--- src/verilog/imem_pkg.sv ---
/*
 * Shared constants and types for the instruction-fetch Wishbone bridge.
 * Imported by every bridge module that needs bus widths, FIFO sizing,
 * the core response code or the bus master state.
 */
package imem_pkg;

    // ----------------------------------------------------------------------
    // Sizing
    // ----------------------------------------------------------------------

    // Address and data width, core and bus side alike
    localparam int IMEM_WB_WIDTH = 32;

    // Entries in each of the request and response FIFOs
    localparam int IMEM_FIFO_DEPTH = 4;

    // Fetches held between acceptance and delivery
    // Same as FIFO depth so the response FIFO never overflows
    localparam int IMEM_MAX_OUTSTANDING = IMEM_FIFO_DEPTH;

    // ----------------------------------------------------------------------
    // Types
    // ----------------------------------------------------------------------

    // Core response code
    typedef enum logic [1:0] {
        IMEM_RESP_NOTRDY = 2'b00,   // No response this cycle
        IMEM_RESP_RDY_OK = 2'b01,   // Read data valid
        IMEM_RESP_RDY_ER = 2'b10    // Bus error or misaligned fetch
    } imem_resp_e;

    // Wishbone master bus state
    typedef enum logic {
        WB_IDLE = 1'b0,             // Waiting for a request entry
        WB_BUSY = 1'b1              // cyc/stb held until ack or err
    } wb_state_e;

    // Request entry is {misaligned, addr}
    // Response entry is {err, data}
    // Both packed by concatenation at the FIFO ports

endpackage
--- src/verilog/imem_wb_bridge.sv ---
/*
 * Top level of the read-only instruction-fetch Wishbone bridge.
 * Core fetches flow through a request FIFO to the bus master, results
 * return in order through a response FIFO. Single clock domain.
 */
`timescale 1ns/1ns

module imem_wb_bridge (
    input  logic                               core_clk,
    input  logic                               reset_i,

    // Core side
    input  logic                               imem_req_i,
    input  logic [imem_pkg::IMEM_WB_WIDTH-1:0] imem_addr_i,
    output logic                               imem_req_ack_o,
    output imem_pkg::imem_resp_e               imem_resp_o,
    output logic [imem_pkg::IMEM_WB_WIDTH-1:0] imem_rdata_o,

    // Wishbone side
    output logic                               wbd_cyc_o,
    output logic                               wbd_stb_o,
    output logic [imem_pkg::IMEM_WB_WIDTH-1:0] wbd_adr_o,
    input  logic [imem_pkg::IMEM_WB_WIDTH-1:0] wbd_dat_i,
    input  logic                               wbd_ack_i,
    input  logic                               wbd_err_i
);

    import imem_pkg::*;

    // Request path, entry is {misaligned, addr}
    logic                     req_fifo_wr;
    logic [IMEM_WB_WIDTH:0]   req_fifo_wdata;
    logic                     req_fifo_full;
    logic                     req_fifo_rd;
    logic [IMEM_WB_WIDTH:0]   req_fifo_rdata;
    logic                     req_fifo_empty;

    // Response path, entry is {err, data}
    logic                     resp_fifo_wr;
    logic [IMEM_WB_WIDTH:0]   resp_fifo_wdata;
    logic                     resp_fifo_rd;
    logic [IMEM_WB_WIDTH:0]   resp_fifo_rdata;
    logic                     resp_fifo_empty;
    logic                     resp_delivered;

    // ----------------------------------------------------------------------
    // Request path
    // ----------------------------------------------------------------------
    imem_req_stage u_req_stage (
        .core_clk         (core_clk),
        .reset_i          (reset_i),
        .imem_req_i       (imem_req_i),
        .imem_addr_i      (imem_addr_i),
        .imem_req_ack_o   (imem_req_ack_o),
        .fifo_full_i      (req_fifo_full),
        .fifo_wr_o        (req_fifo_wr),
        .fifo_wdata_o     (req_fifo_wdata),
        .resp_delivered_i (resp_delivered)
    );

    sync_fifo #(.W(IMEM_WB_WIDTH + 1), .DP(IMEM_FIFO_DEPTH)) u_req_fifo (
        .core_clk  (core_clk),
        .reset_i   (reset_i),
        .wr_en_i   (req_fifo_wr),
        .wr_data_i (req_fifo_wdata),
        .full_o    (req_fifo_full),
        .rd_en_i   (req_fifo_rd),
        .rd_data_o (req_fifo_rdata),
        .empty_o   (req_fifo_empty)
    );

    // ----------------------------------------------------------------------
    // Bus master
    // ----------------------------------------------------------------------
    imem_wb_master u_wb_master (
        .core_clk     (core_clk),
        .reset_i      (reset_i),
        .req_empty_i  (req_fifo_empty),
        .req_rdata_i  (req_fifo_rdata),
        .req_rd_o     (req_fifo_rd),
        .resp_wr_o    (resp_fifo_wr),
        .resp_wdata_o (resp_fifo_wdata),
        .wbd_cyc_o    (wbd_cyc_o),
        .wbd_stb_o    (wbd_stb_o),
        .wbd_adr_o    (wbd_adr_o),
        .wbd_dat_i    (wbd_dat_i),
        .wbd_ack_i    (wbd_ack_i),
        .wbd_err_i    (wbd_err_i)
    );

    // ----------------------------------------------------------------------
    // Response path
    // ----------------------------------------------------------------------

    // Outstanding limit keeps this FIFO from filling up
    sync_fifo #(.W(IMEM_WB_WIDTH + 1), .DP(IMEM_FIFO_DEPTH)) u_resp_fifo (
        .core_clk  (core_clk),
        .reset_i   (reset_i),
        .wr_en_i   (resp_fifo_wr),
        .wr_data_i (resp_fifo_wdata),
        .full_o    (),
        .rd_en_i   (resp_fifo_rd),
        .rd_data_o (resp_fifo_rdata),
        .empty_o   (resp_fifo_empty)
    );

    imem_resp_stage u_resp_stage (
        .core_clk         (core_clk),
        .reset_i          (reset_i),
        .resp_empty_i     (resp_fifo_empty),
        .resp_rdata_i     (resp_fifo_rdata),
        .resp_rd_o        (resp_fifo_rd),
        .resp_delivered_o (resp_delivered),
        .imem_resp_o      (imem_resp_o),
        .imem_rdata_o     (imem_rdata_o)
    );

endmodule

--- src/verilog/imem_resp_stage.sv ---
/*
 * Response stage of the fetch bridge.
 * Pops every available response entry and presents it to the core for
 * exactly one cycle as a registered response code and read data.
 */
`timescale 1ns/1ns

module imem_resp_stage (
    input  logic                               core_clk,
    input  logic                               reset_i,

    // Response FIFO read side
    input  logic                               resp_empty_i,
    input  logic [imem_pkg::IMEM_WB_WIDTH:0]   resp_rdata_i,
    output logic                               resp_rd_o,

    // Back to the request stage
    output logic                               resp_delivered_o,

    // Core response
    output imem_pkg::imem_resp_e               imem_resp_o,
    output logic [imem_pkg::IMEM_WB_WIDTH-1:0] imem_rdata_o
);

    import imem_pkg::*;

    // No back-pressure from the core, drain whenever data is there
    assign resp_rd_o = !resp_empty_i;

    // ----------------------------------------------------------------------
    // Core response register
    // ----------------------------------------------------------------------
    always_ff @(posedge core_clk) begin
        if (reset_i) begin
            imem_resp_o  <= IMEM_RESP_NOTRDY;
            imem_rdata_o <= '0;
        end else if (resp_rd_o) begin
            // Entry MSB is the error flag
            imem_resp_o  <= resp_rdata_i[IMEM_WB_WIDTH] ? IMEM_RESP_RDY_ER
                                                        : IMEM_RESP_RDY_OK;
            imem_rdata_o <= resp_rdata_i[IMEM_WB_WIDTH-1:0];
        end else begin
            // Quiet cycle
            imem_resp_o  <= IMEM_RESP_NOTRDY;
            imem_rdata_o <= '0;
        end
    end

    // One pulse per response seen by the core
    assign resp_delivered_o = (imem_resp_o != IMEM_RESP_NOTRDY);

endmodule

--- src/verilog/imem_wb_master.sv ---
/*
 * Wishbone classic read master for the fetch bridge.
 * Pops request entries, runs one bus cycle per aligned entry and writes
 * {err, data} into the response FIFO. Misaligned entries skip the bus.
 */
`timescale 1ns/1ns

module imem_wb_master (
    input  logic                               core_clk,
    input  logic                               reset_i,

    // Request FIFO read side
    input  logic                               req_empty_i,
    input  logic [imem_pkg::IMEM_WB_WIDTH:0]   req_rdata_i,
    output logic                               req_rd_o,

    // Response FIFO write side
    output logic                               resp_wr_o,
    output logic [imem_pkg::IMEM_WB_WIDTH:0]   resp_wdata_o,

    // Wishbone bus
    output logic                               wbd_cyc_o,
    output logic                               wbd_stb_o,
    output logic [imem_pkg::IMEM_WB_WIDTH-1:0] wbd_adr_o,
    input  logic [imem_pkg::IMEM_WB_WIDTH-1:0] wbd_dat_i,
    input  logic                               wbd_ack_i,
    input  logic                               wbd_err_i
);

    import imem_pkg::*;

    wb_state_e                  state_q;
    logic                       mis_pend_q;     // Error entry owed next cycle
    logic                       bus_done;
    logic                       req_mis;
    logic [IMEM_WB_WIDTH-1:0]   req_addr;

    // Unpack request entry
    assign req_mis  = req_rdata_i[IMEM_WB_WIDTH];
    assign req_addr = req_rdata_i[IMEM_WB_WIDTH-1:0];

    // Pop in the cycle the master leaves idle
    assign req_rd_o = (state_q == WB_IDLE) && !req_empty_i;

    // Slave termination, ack or err
    assign bus_done = (state_q == WB_BUSY) && (wbd_ack_i || wbd_err_i);

    // ----------------------------------------------------------------------
    // Bus state machine
    // ----------------------------------------------------------------------
    always_ff @(posedge core_clk) begin
        if (reset_i) begin
            state_q    <= WB_IDLE;
            mis_pend_q <= 1'b0;
            wbd_cyc_o  <= 1'b0;
            wbd_stb_o  <= 1'b0;
            wbd_adr_o  <= '0;
        end else begin
            // Misaligned pop, answer one cycle later
            mis_pend_q <= req_rd_o && req_mis;

            case (state_q)
                WB_IDLE: begin
                    if (req_rd_o && !req_mis) begin
                        state_q   <= WB_BUSY;
                        wbd_cyc_o <= 1'b1;
                        wbd_stb_o <= 1'b1;
                        // Address held stable for the whole cycle
                        wbd_adr_o <= req_addr;
                    end
                end
                WB_BUSY: begin
                    // Drop cyc/stb right after termination, no pipelining
                    if (bus_done) begin
                        state_q   <= WB_IDLE;
                        wbd_cyc_o <= 1'b0;
                        wbd_stb_o <= 1'b0;
                    end
                end
                default: begin
                    state_q <= WB_IDLE;
                end
            endcase
        end
    end

    // ----------------------------------------------------------------------
    // Response entry
    // ----------------------------------------------------------------------

    // Written on the same edge that samples ack or err
    assign resp_wr_o = bus_done || mis_pend_q;

    // Never overlaps, mis_pend_q is only set out of idle
    always_comb begin
        if (mis_pend_q) begin
            resp_wdata_o = {1'b1, {IMEM_WB_WIDTH{1'b0}}};
        end else if (wbd_err_i) begin
            // Err wins over ack, data zeroed
            resp_wdata_o = {1'b1, {IMEM_WB_WIDTH{1'b0}}};
        end else begin
            resp_wdata_o = {1'b0, wbd_dat_i};
        end
    end

endmodule

--- src/verilog/imem_req_stage.sv ---
/*
 * Request stage of the fetch bridge.
 * Accepts core fetches into the request FIFO, tags misaligned addresses
 * and holds off the core once the outstanding limit is reached.
 */
`timescale 1ns/1ns

module imem_req_stage (
    input  logic                               core_clk,
    input  logic                               reset_i,

    // Core request
    input  logic                               imem_req_i,
    input  logic [imem_pkg::IMEM_WB_WIDTH-1:0] imem_addr_i,
    output logic                               imem_req_ack_o,

    // Request FIFO write side
    input  logic                               fifo_full_i,
    output logic                               fifo_wr_o,
    output logic [imem_pkg::IMEM_WB_WIDTH:0]   fifo_wdata_o,

    // One pulse per response handed to the core
    input  logic                               resp_delivered_i
);

    import imem_pkg::*;

    // Fetches accepted but not yet delivered
    logic [$clog2(IMEM_MAX_OUTSTANDING+1)-1:0] out_cnt_q;
    logic                                      misaligned;

    // Back-pressure from FIFO space and in-flight limit
    assign imem_req_ack_o = !fifo_full_i && (out_cnt_q < IMEM_MAX_OUTSTANDING);
    assign fifo_wr_o      = imem_req_i && imem_req_ack_o;

    // Word fetches only, any low address bit set is an error
    assign misaligned   = |imem_addr_i[1:0];
    assign fifo_wdata_o = {misaligned, imem_addr_i};

    // ----------------------------------------------------------------------
    // Outstanding counter
    // ----------------------------------------------------------------------
    always_ff @(posedge core_clk) begin
        if (reset_i) begin
            out_cnt_q <= '0;
        end else begin
            // Accept and deliver in one cycle leaves the count alone
            if (fifo_wr_o && !resp_delivered_i) begin
                out_cnt_q <= out_cnt_q + 1'b1;
            end else if (resp_delivered_i && !fifo_wr_o) begin
                out_cnt_q <= out_cnt_q - 1'b1;
            end
        end
    end

endmodule

--- src/verilog/sync_fifo.sv ---
/*
 * Single-clock register-array FIFO with registered full and empty flags.
 * Used on both the request and the response path of the bridge.
 * Read data shows the head entry, or zero while the FIFO is empty.
 */
`timescale 1ns/1ns

module sync_fifo #(
    parameter int W  = 8,   // Entry width
    parameter int DP = 4    // Entry count
) (
    input  logic         core_clk,
    input  logic         reset_i,

    // Write side
    input  logic         wr_en_i,
    input  logic [W-1:0] wr_data_i,
    output logic         full_o,

    // Read side
    input  logic         rd_en_i,
    output logic [W-1:0] rd_data_o,
    output logic         empty_o
);

    // Storage, no reset needed
    logic [W-1:0]               mem [DP];

    logic [$clog2(DP)-1:0]      wr_ptr_q;
    logic [$clog2(DP)-1:0]      rd_ptr_q;
    logic [$clog2(DP+1)-1:0]    cnt_q;
    logic [$clog2(DP+1)-1:0]    cnt_nxt;
    logic                       do_wr;
    logic                       do_rd;

    // Guard against overflow and underflow
    assign do_wr = wr_en_i && !full_o;
    assign do_rd = rd_en_i && !empty_o;

    // Occupancy after this edge
    always_comb begin
        cnt_nxt = cnt_q;
        if (do_wr && !do_rd) begin
            cnt_nxt = cnt_q + 1'b1;
        end else if (do_rd && !do_wr) begin
            cnt_nxt = cnt_q - 1'b1;
        end
    end

    // ----------------------------------------------------------------------
    // Pointers, count and flags
    // ----------------------------------------------------------------------
    always_ff @(posedge core_clk) begin
        if (reset_i) begin
            wr_ptr_q <= '0;
            rd_ptr_q <= '0;
            cnt_q    <= '0;
            full_o   <= 1'b0;
            empty_o  <= 1'b1;
        end else begin
            if (do_wr) begin
                // Wrap at depth, DP need not be a power of two
                wr_ptr_q <= (wr_ptr_q == DP - 1) ? '0 : wr_ptr_q + 1'b1;
            end
            if (do_rd) begin
                rd_ptr_q <= (rd_ptr_q == DP - 1) ? '0 : rd_ptr_q + 1'b1;
            end
            cnt_q   <= cnt_nxt;
            full_o  <= (cnt_nxt == DP);
            empty_o <= (cnt_nxt == 0);
        end
    end

    // Storage write
    always_ff @(posedge core_clk) begin
        if (do_wr) begin
            mem[wr_ptr_q] <= wr_data_i;
        end
    end

    // Zero while empty, keeps X out of downstream logic after reset
    assign rd_data_o = empty_o ? '0 : mem[rd_ptr_q];

endmodule

--- config.mk ---
export PLATFORM = sky130hd
export DESIGN_NAME = imem_wb_bridge
export DESIGN_NICKNAME = d
export VERILOG_FILES = /design/src/verilog/imem_pkg.sv /design/src/verilog/imem_wb_bridge.sv /design/src/verilog/imem_resp_stage.sv /design/src/verilog/imem_wb_master.sv /design/src/verilog/imem_req_stage.sv /design/src/verilog/sync_fifo.sv
export SDC_FILE = /design/constraint.sdc
export NUM_CORES = 1
export LEC_CHECK = 0
export BUFFER_PORTS_ARGS = -buffer_cell sky130_fd_sc_hd__buf_4
export CAP_MARGIN = 20
export CORE_AREA = 2 2 213 215
export CTS_CLUSTER_DIAMETER = 80
export CTS_CLUSTER_SIZE = 20
export DETAILED_ROUTE_END_ITERATION = 10
export DIE_AREA = 0 0 215 217
export SETUP_SLACK_MARGIN = 0.2
export SYNTH_ARGS = -nofsm -noshare
export SYNTH_HDL_FRONTEND = slang
export SYNTH_SLANG_ARGS = --single-unit
--- constraint.sdc ---
create_clock -name core_clk -period 4.41 [get_ports core_clk]
set_clock_uncertainty 0.15 [all_clocks]
set_input_delay 0.2205 -clock core_clk [delete_from_list [all_inputs] [get_ports core_clk]]
set_output_delay 0.2205 -clock core_clk [all_outputs]
set_load 0.05 [all_outputs]
Yosys cells after proc, flatten, opt, wreduce, memory -nomap -nowiden
Memory sizes are Yosys's and may differ from the RTL's. A register that Yosys moved wholly into a read port is not among the register bits.
Index checks and enable logic that the tools add are counted.
{ "word_totals": {"word_cells": 103, "regBits": 90, "n_memories": 2, "in_bits": 69, "ram_bits": 264} }
{ "classes": {"n_eq_ne": 8, "magnitude_cmp": 1, "n_reduce_logical": 35, "addsub": 10, "mux": 29, "bitwise_logic": 1} }
{ "mem_list": {"columns": ["memory", "words", "word_bits", "read_ports", "rd_ports_with_merged_regs", "write_ports", "line_no", "text"], "rows": [
  ["u_req_fifo.mem", 4, 33, 1, 1, 1, "sync_fifo.sv:27", "logic [W-1:0] mem [DP];"],
  ["u_resp_fifo.mem", 4, 33, 1, 1, 1, "sync_fifo.sv:27", null]
]} }
{ "op_table": {"columns": ["op", "count"], "rows": [
  ["33-bit two-way mux", 4],
  ["2-bit two-way mux", 9],
  ["3-bit two-way mux", 6],
  ["1-bit logical AND", 15],
  ["1-bit logical NOT", 10],
  ["3-bit by 1-bit adder with 3-bit output, second input constant", 3],
  ["3-bit by 1-bit subtractor with 3-bit output, second input constant", 3],
  ["2-bit by 1-bit adder with 2-bit output, second input constant", 4],
  ["2-bit == test, second input constant", 4],
  ["1-bit two-way mux", 8],
  ["3-bit == test, second input constant", 2],
  ["3-bit logical NOT", 2],
  ["2-bit != test, second input constant", 2],
  ["1-bit one-hot mux with 2 select lines", 2],
  ["2-bit AND reduction", 2],
  ["2-bit nonzero test", 2],
  ["2-bit OR reduction", 2],
  ["3-bit less-than comparator, second input constant", 1],
  ["1-bit logical OR", 2],
  ["1-bit NOT", 1]
]} }

Logic depth before layout (Yosys ltp)
{ "depth": {"depth_word": 9, "ltp_mapped": 8} }

By module
From an unflattened synthesis, not the netlist that was laid out.
{ "unflattened": {"hier_cells": 898, "hier_area_um2": 14744.1} }
{ "modules_own_cells": {"columns": ["mod", "cells_each", "seq_area_each_um2", "area_per_inst_um2", "n_inst"], "rows": [
  ["sync_fifo at u_resp_fifo", 282, 4184.0, 5650.4, 1],
  ["sync_fifo at u_req_fifo", 283, 4184.0, 5647.9, 1],
  ["imem_wb_master", 204, 700.7, 1814.2, 1],
  ["imem_resp_stage", 78, 680.7, 1216.2, 1],
  ["imem_req_stage", 51, 60.1, 415.4, 1]
]} }

Worst setup path after synthesis
No wires, ideal clock.
{ "synth_path": {"path_type": "reg-to-reg", "startpoint": "register u_wb_master.state_q", "endpoint": "memory u_resp_fifo.mem[3][0] in the netlist's numbering (enable)", "slack_ps": 2182, "n_path_buf": 0, "stages_incl_launch_ff": 4, "t_arrival_ps": 1684, "setup_ps": 393, "cell_sequence": "dfxtp_1 o21ai_2 a21oi_1 and2_1"} }
{ "synth_via": {"elab_chain_cells": 5} }
{ "synth_lines": {"columns": ["element", "line_no", "text"], "rows": [
  ["start: declaration", "imem_wb_master.sv:32", "wb_state_e state_q;"],
  ["start signal: assignment", "imem_wb_master.sv:53", "state_q <= WB_IDLE;"],
  ["start signal: assignment", "imem_wb_master.sv:65", "state_q <= WB_BUSY;"],
  ["start signal: assignment", "imem_wb_master.sv:75", "state_q <= WB_IDLE;"],
  ["1-bit logical AND", "imem_wb_master.sv:46", "assign bus_done = (state_q == WB_BUSY) && (wbd_ack_i || wbd_err_i);"],
  ["1-bit logical OR", "imem_wb_master.sv:92", "assign resp_wr_o = bus_done || mis_pend_q;"],
  ["1-bit logical AND", "sync_fifo.sv:37", "assign do_wr = wr_en_i && !full_o;"],
  ["1-bit two-way mux", "sync_fifo.sv:76", "if (do_wr) begin"],
  ["1-bit two-way mux (implied by the code)", "sync_fifo.sv:77", "mem[wr_ptr_q] <= wr_data_i;"],
  ["end: declaration", "sync_fifo.sv:27", null]
]} }
Every way passes these cells.

==> out/qor.yml <==
hold_viol_final: 0
synthCells: 753
critPathMaxStageDelay_ns: 0.71
core-area_um2: 44700
cp_max_fo: 33
arrival_ns: 2.78
drive_above_1_share: 0.271
avgSynthCellArea_um2: 17.4
synth_area_leaders: "edfxtp_1, dfxtp_1, mux4_2"
p_int_mw: 6.38
outcome: "finished, final reports clean"
hold_path_class: "in2reg"
cp_cell_sequence: "buf_4 -> mux4_2 -> nor2_4 -> nand2_1 -> a21oi_1"
cts-buffers-inserted: 23
row_count: 78
p_sw_mw: 2.92
async_reset_ff_frac: 0
crit_family: "simple AND/OR/NAND/NOR gates"
p_sw_frac: 0.314
viasPerCell: 4.30
drt_iter0_drc: 348
portBuffers: 137
drc: 0
dp_hpwl_mm: 15.1
worst_pin_slew_ns: 1.00
grt_pass1_vias: 7282
grt_max_degree: 58
cts-root-buf: "clkbuf_16"
critPathLaunchType: "register"
syn_to_final_growth_pct: 23.1
diodes: 0
synth.most_common_cell: "edfxtp_1"
clk_latency_ns: 0.54
setup-violations-final: 0
grt-ovfl-total: 0
r2r_cells: 5
cts_sinks: 358
comb_power_share: 0.282
drt_first_pass_iters: 4
pwr-share-clk: 0.235
top_level_ports: 138
end_kind: "register"
multiInputGateArea_um2: 3120
gp_congestion: 0.679
path_class: "reg2reg"
cts_tree: "done"
p_seq_frac: 0.483
p_leak_nw: 5.52
cp_data_required_time_ns: 4.73
yosysWarnings: 0
fin_nets: 1030
dieHeight_um: 217
synth-seq-cells: 358
die_area_um2: 46700
wire_per_inst_um: 16.8
die_x_um: 215
critical-path-slowest-cell: "nor2_4"
grt_pass1_wl_mm: 41.6
setup_tns_ns: 0
rsz0062_at_grt: "false"
cts_buffer_depth: 3
drt-total-wl_mm: 26.3
fmax_ghz: 0.407
syn_nets: 838
synth_cell_types: 43
ys_seq_area_frac: 0.747
synth_area_um2: 13100
slew_viol_final: 0
min_period_over_period: 0.558
htreeDepth: 1
nFillCells: 4267
hold_path_depth: 2
yosys.area.top_type: "edfxtp_1"
vias: 6712
synth_common_cells: "edfxtp_1, dfxtp_1, nand2_1"
initial_utilization: 0.294
cp_num_buf_inv: 1
power.density_nw_per_um2: 575
ys.flop_type: "edfxtp_1"
cp_num_cells: 5
synth_edf_count: 264
antenna_found_initial: 0
slew_headroom: 0.331
clk_pin_slew_ns: 0.08
track_usage: 0.114
ir_drop_mv: 0.320
cts_resized: 0
maxCapViolCount: 0
finalCriticalPeriod_ns: 2.46
final_util: 0.362
synth_top_area_frac: 0.603
register_area_um2: 9810
detail-route-antenna-nets: 0
-- sequential cells by signal, summed over array words and instances, names as in the netlist, 2 cells and up, named ones only --
name and count:
u_resp_stage.imem_rdata_o 32, u_req_fifo.rd_ptr_q 2, u_req_stage.out_cnt_q 3, u_req_fifo.cnt_q 3, u_resp_stage.imem_resp_o 2, u_resp_fifo.wr_ptr_q 2
u_resp_fifo.rd_ptr_q 2, u_resp_fifo.mem 132, u_resp_fifo.cnt_q 3, u_req_fifo.wr_ptr_q 2, u_req_fifo.mem 132, u_wb_master.wbd_adr_o 32
-- layout by cell type, fill, tap and decap left out, types with 3 or more instances in the layout --
cell	instances
dfxtp_2	4
nor2_1	17
edfxtp_1	264
and2_1	34
dlygate4sd3_1	67
a21oi_1	44
and2_2	8
mux4_2	66
mux2i_1	3
inv_1	10
nand2_1	81
buf_4	140
clkbuf_16	23
xor2_1	3
clkbuf_1	10
nor3_1	4
dfxtp_1	90
nor2b_1	35
ha_1	15
-- through the flow --
step / worst slack, ns / hold WS, ns / std cells / area [um2] / total power [mW]
finish: 1.95 / 0.0189 / 1562 / 16200 / 9.30
global route: 1.76 / 0.0398 / 1562 / 16200 / 9.81
CTS: 1.84 / 0.0370 / 1562 / 16200 / 9.48
detailed placement: 1.87 / 0.276 / 1453 / 14800 / 7.23
global placement: 1.92 / 0.270 / 1453 / 14800 / 7.17
floorplan: 2.18 / 0.169 / 753 / 13100 / 6.45
-- routing by layer --
layer | vias up | GRT usage | wire (um)
li1 | 3179 | - | -
met4 | 0 | 0.0253 | 481
met3 | 26 | 0.0214 | 1030
met2 | 140 | 0.210 | 13500
met5 | - | 0 | 0
met1 | 3367 | 0.139 | 11300
-- final cells by class --
| class | instances | share of cell area |
|---|---|---|
| clock buffer | 35 | 0.0396 |
| multi-input combinational | 343 | 0.193 |
| sequential | 358 | 0.607 |
| inverter | 12 | 0.00294 |
| tap | 600 | 0.0464 |
| clock inverter | 7 | 0.00503 |
| timing repair buffer | 207 | 0.106 |
-- power by group through the flow --
stage | Combinational [mW] | Clock, mW | Sequential [mW]
global placement | 2.60 | 0 | 4.57
floorplan | 1.50 | 0 | 4.94
CTS | 2.70 | 2.28 | 4.51
detailed placement | 2.64 | 0 | 4.58
finish | 2.62 | 2.18 | 4.49
global route | 2.86 | 2.39 | 4.57
-- worst register-to-register path, cell delays in order (launching register included) --
cell and delay (ns):
dfxtp_2 0.32, buf_4 0.43, mux4_2 0.46, nor2_4 0.71, nand2_1 0.15, a21oi_1 0.17
-- timing repair --
item,CTS,global route
buffers inserted,0,0
hold endpoints to repair,262,0
hold buffers,67,0
-- final timing paths --
kind | from | slack, ns | endpoint
worst max-delay path | register | 1.95 | u_wb_master.wbd_adr_o[14]
worst min-delay path | reset_i | 0.02 | u_req_stage.out_cnt_q[1]
worst max register to register | register | 1.95 | u_wb_master.wbd_adr_o[14]
worst min register to register | u_wb_master.wbd_adr_o[25] | 0.31 | u_wb_master.wbd_adr_o[25]
-- cell families after synthesis --
kind of cell,after synthesis,synth area share
flip-flops,358,0.747
AO/OA/AOI/OAI,54,0.0230
adder cells (fa/ha/maj),16,0.0158
AND/OR/NAND/NOR,197,0.0757
multiplexers,71,0.117
XOR/XNOR,5,0.00333
buffers and inverters,52,0.0184
Note: power is estimated with default switching activity, not from simulation.
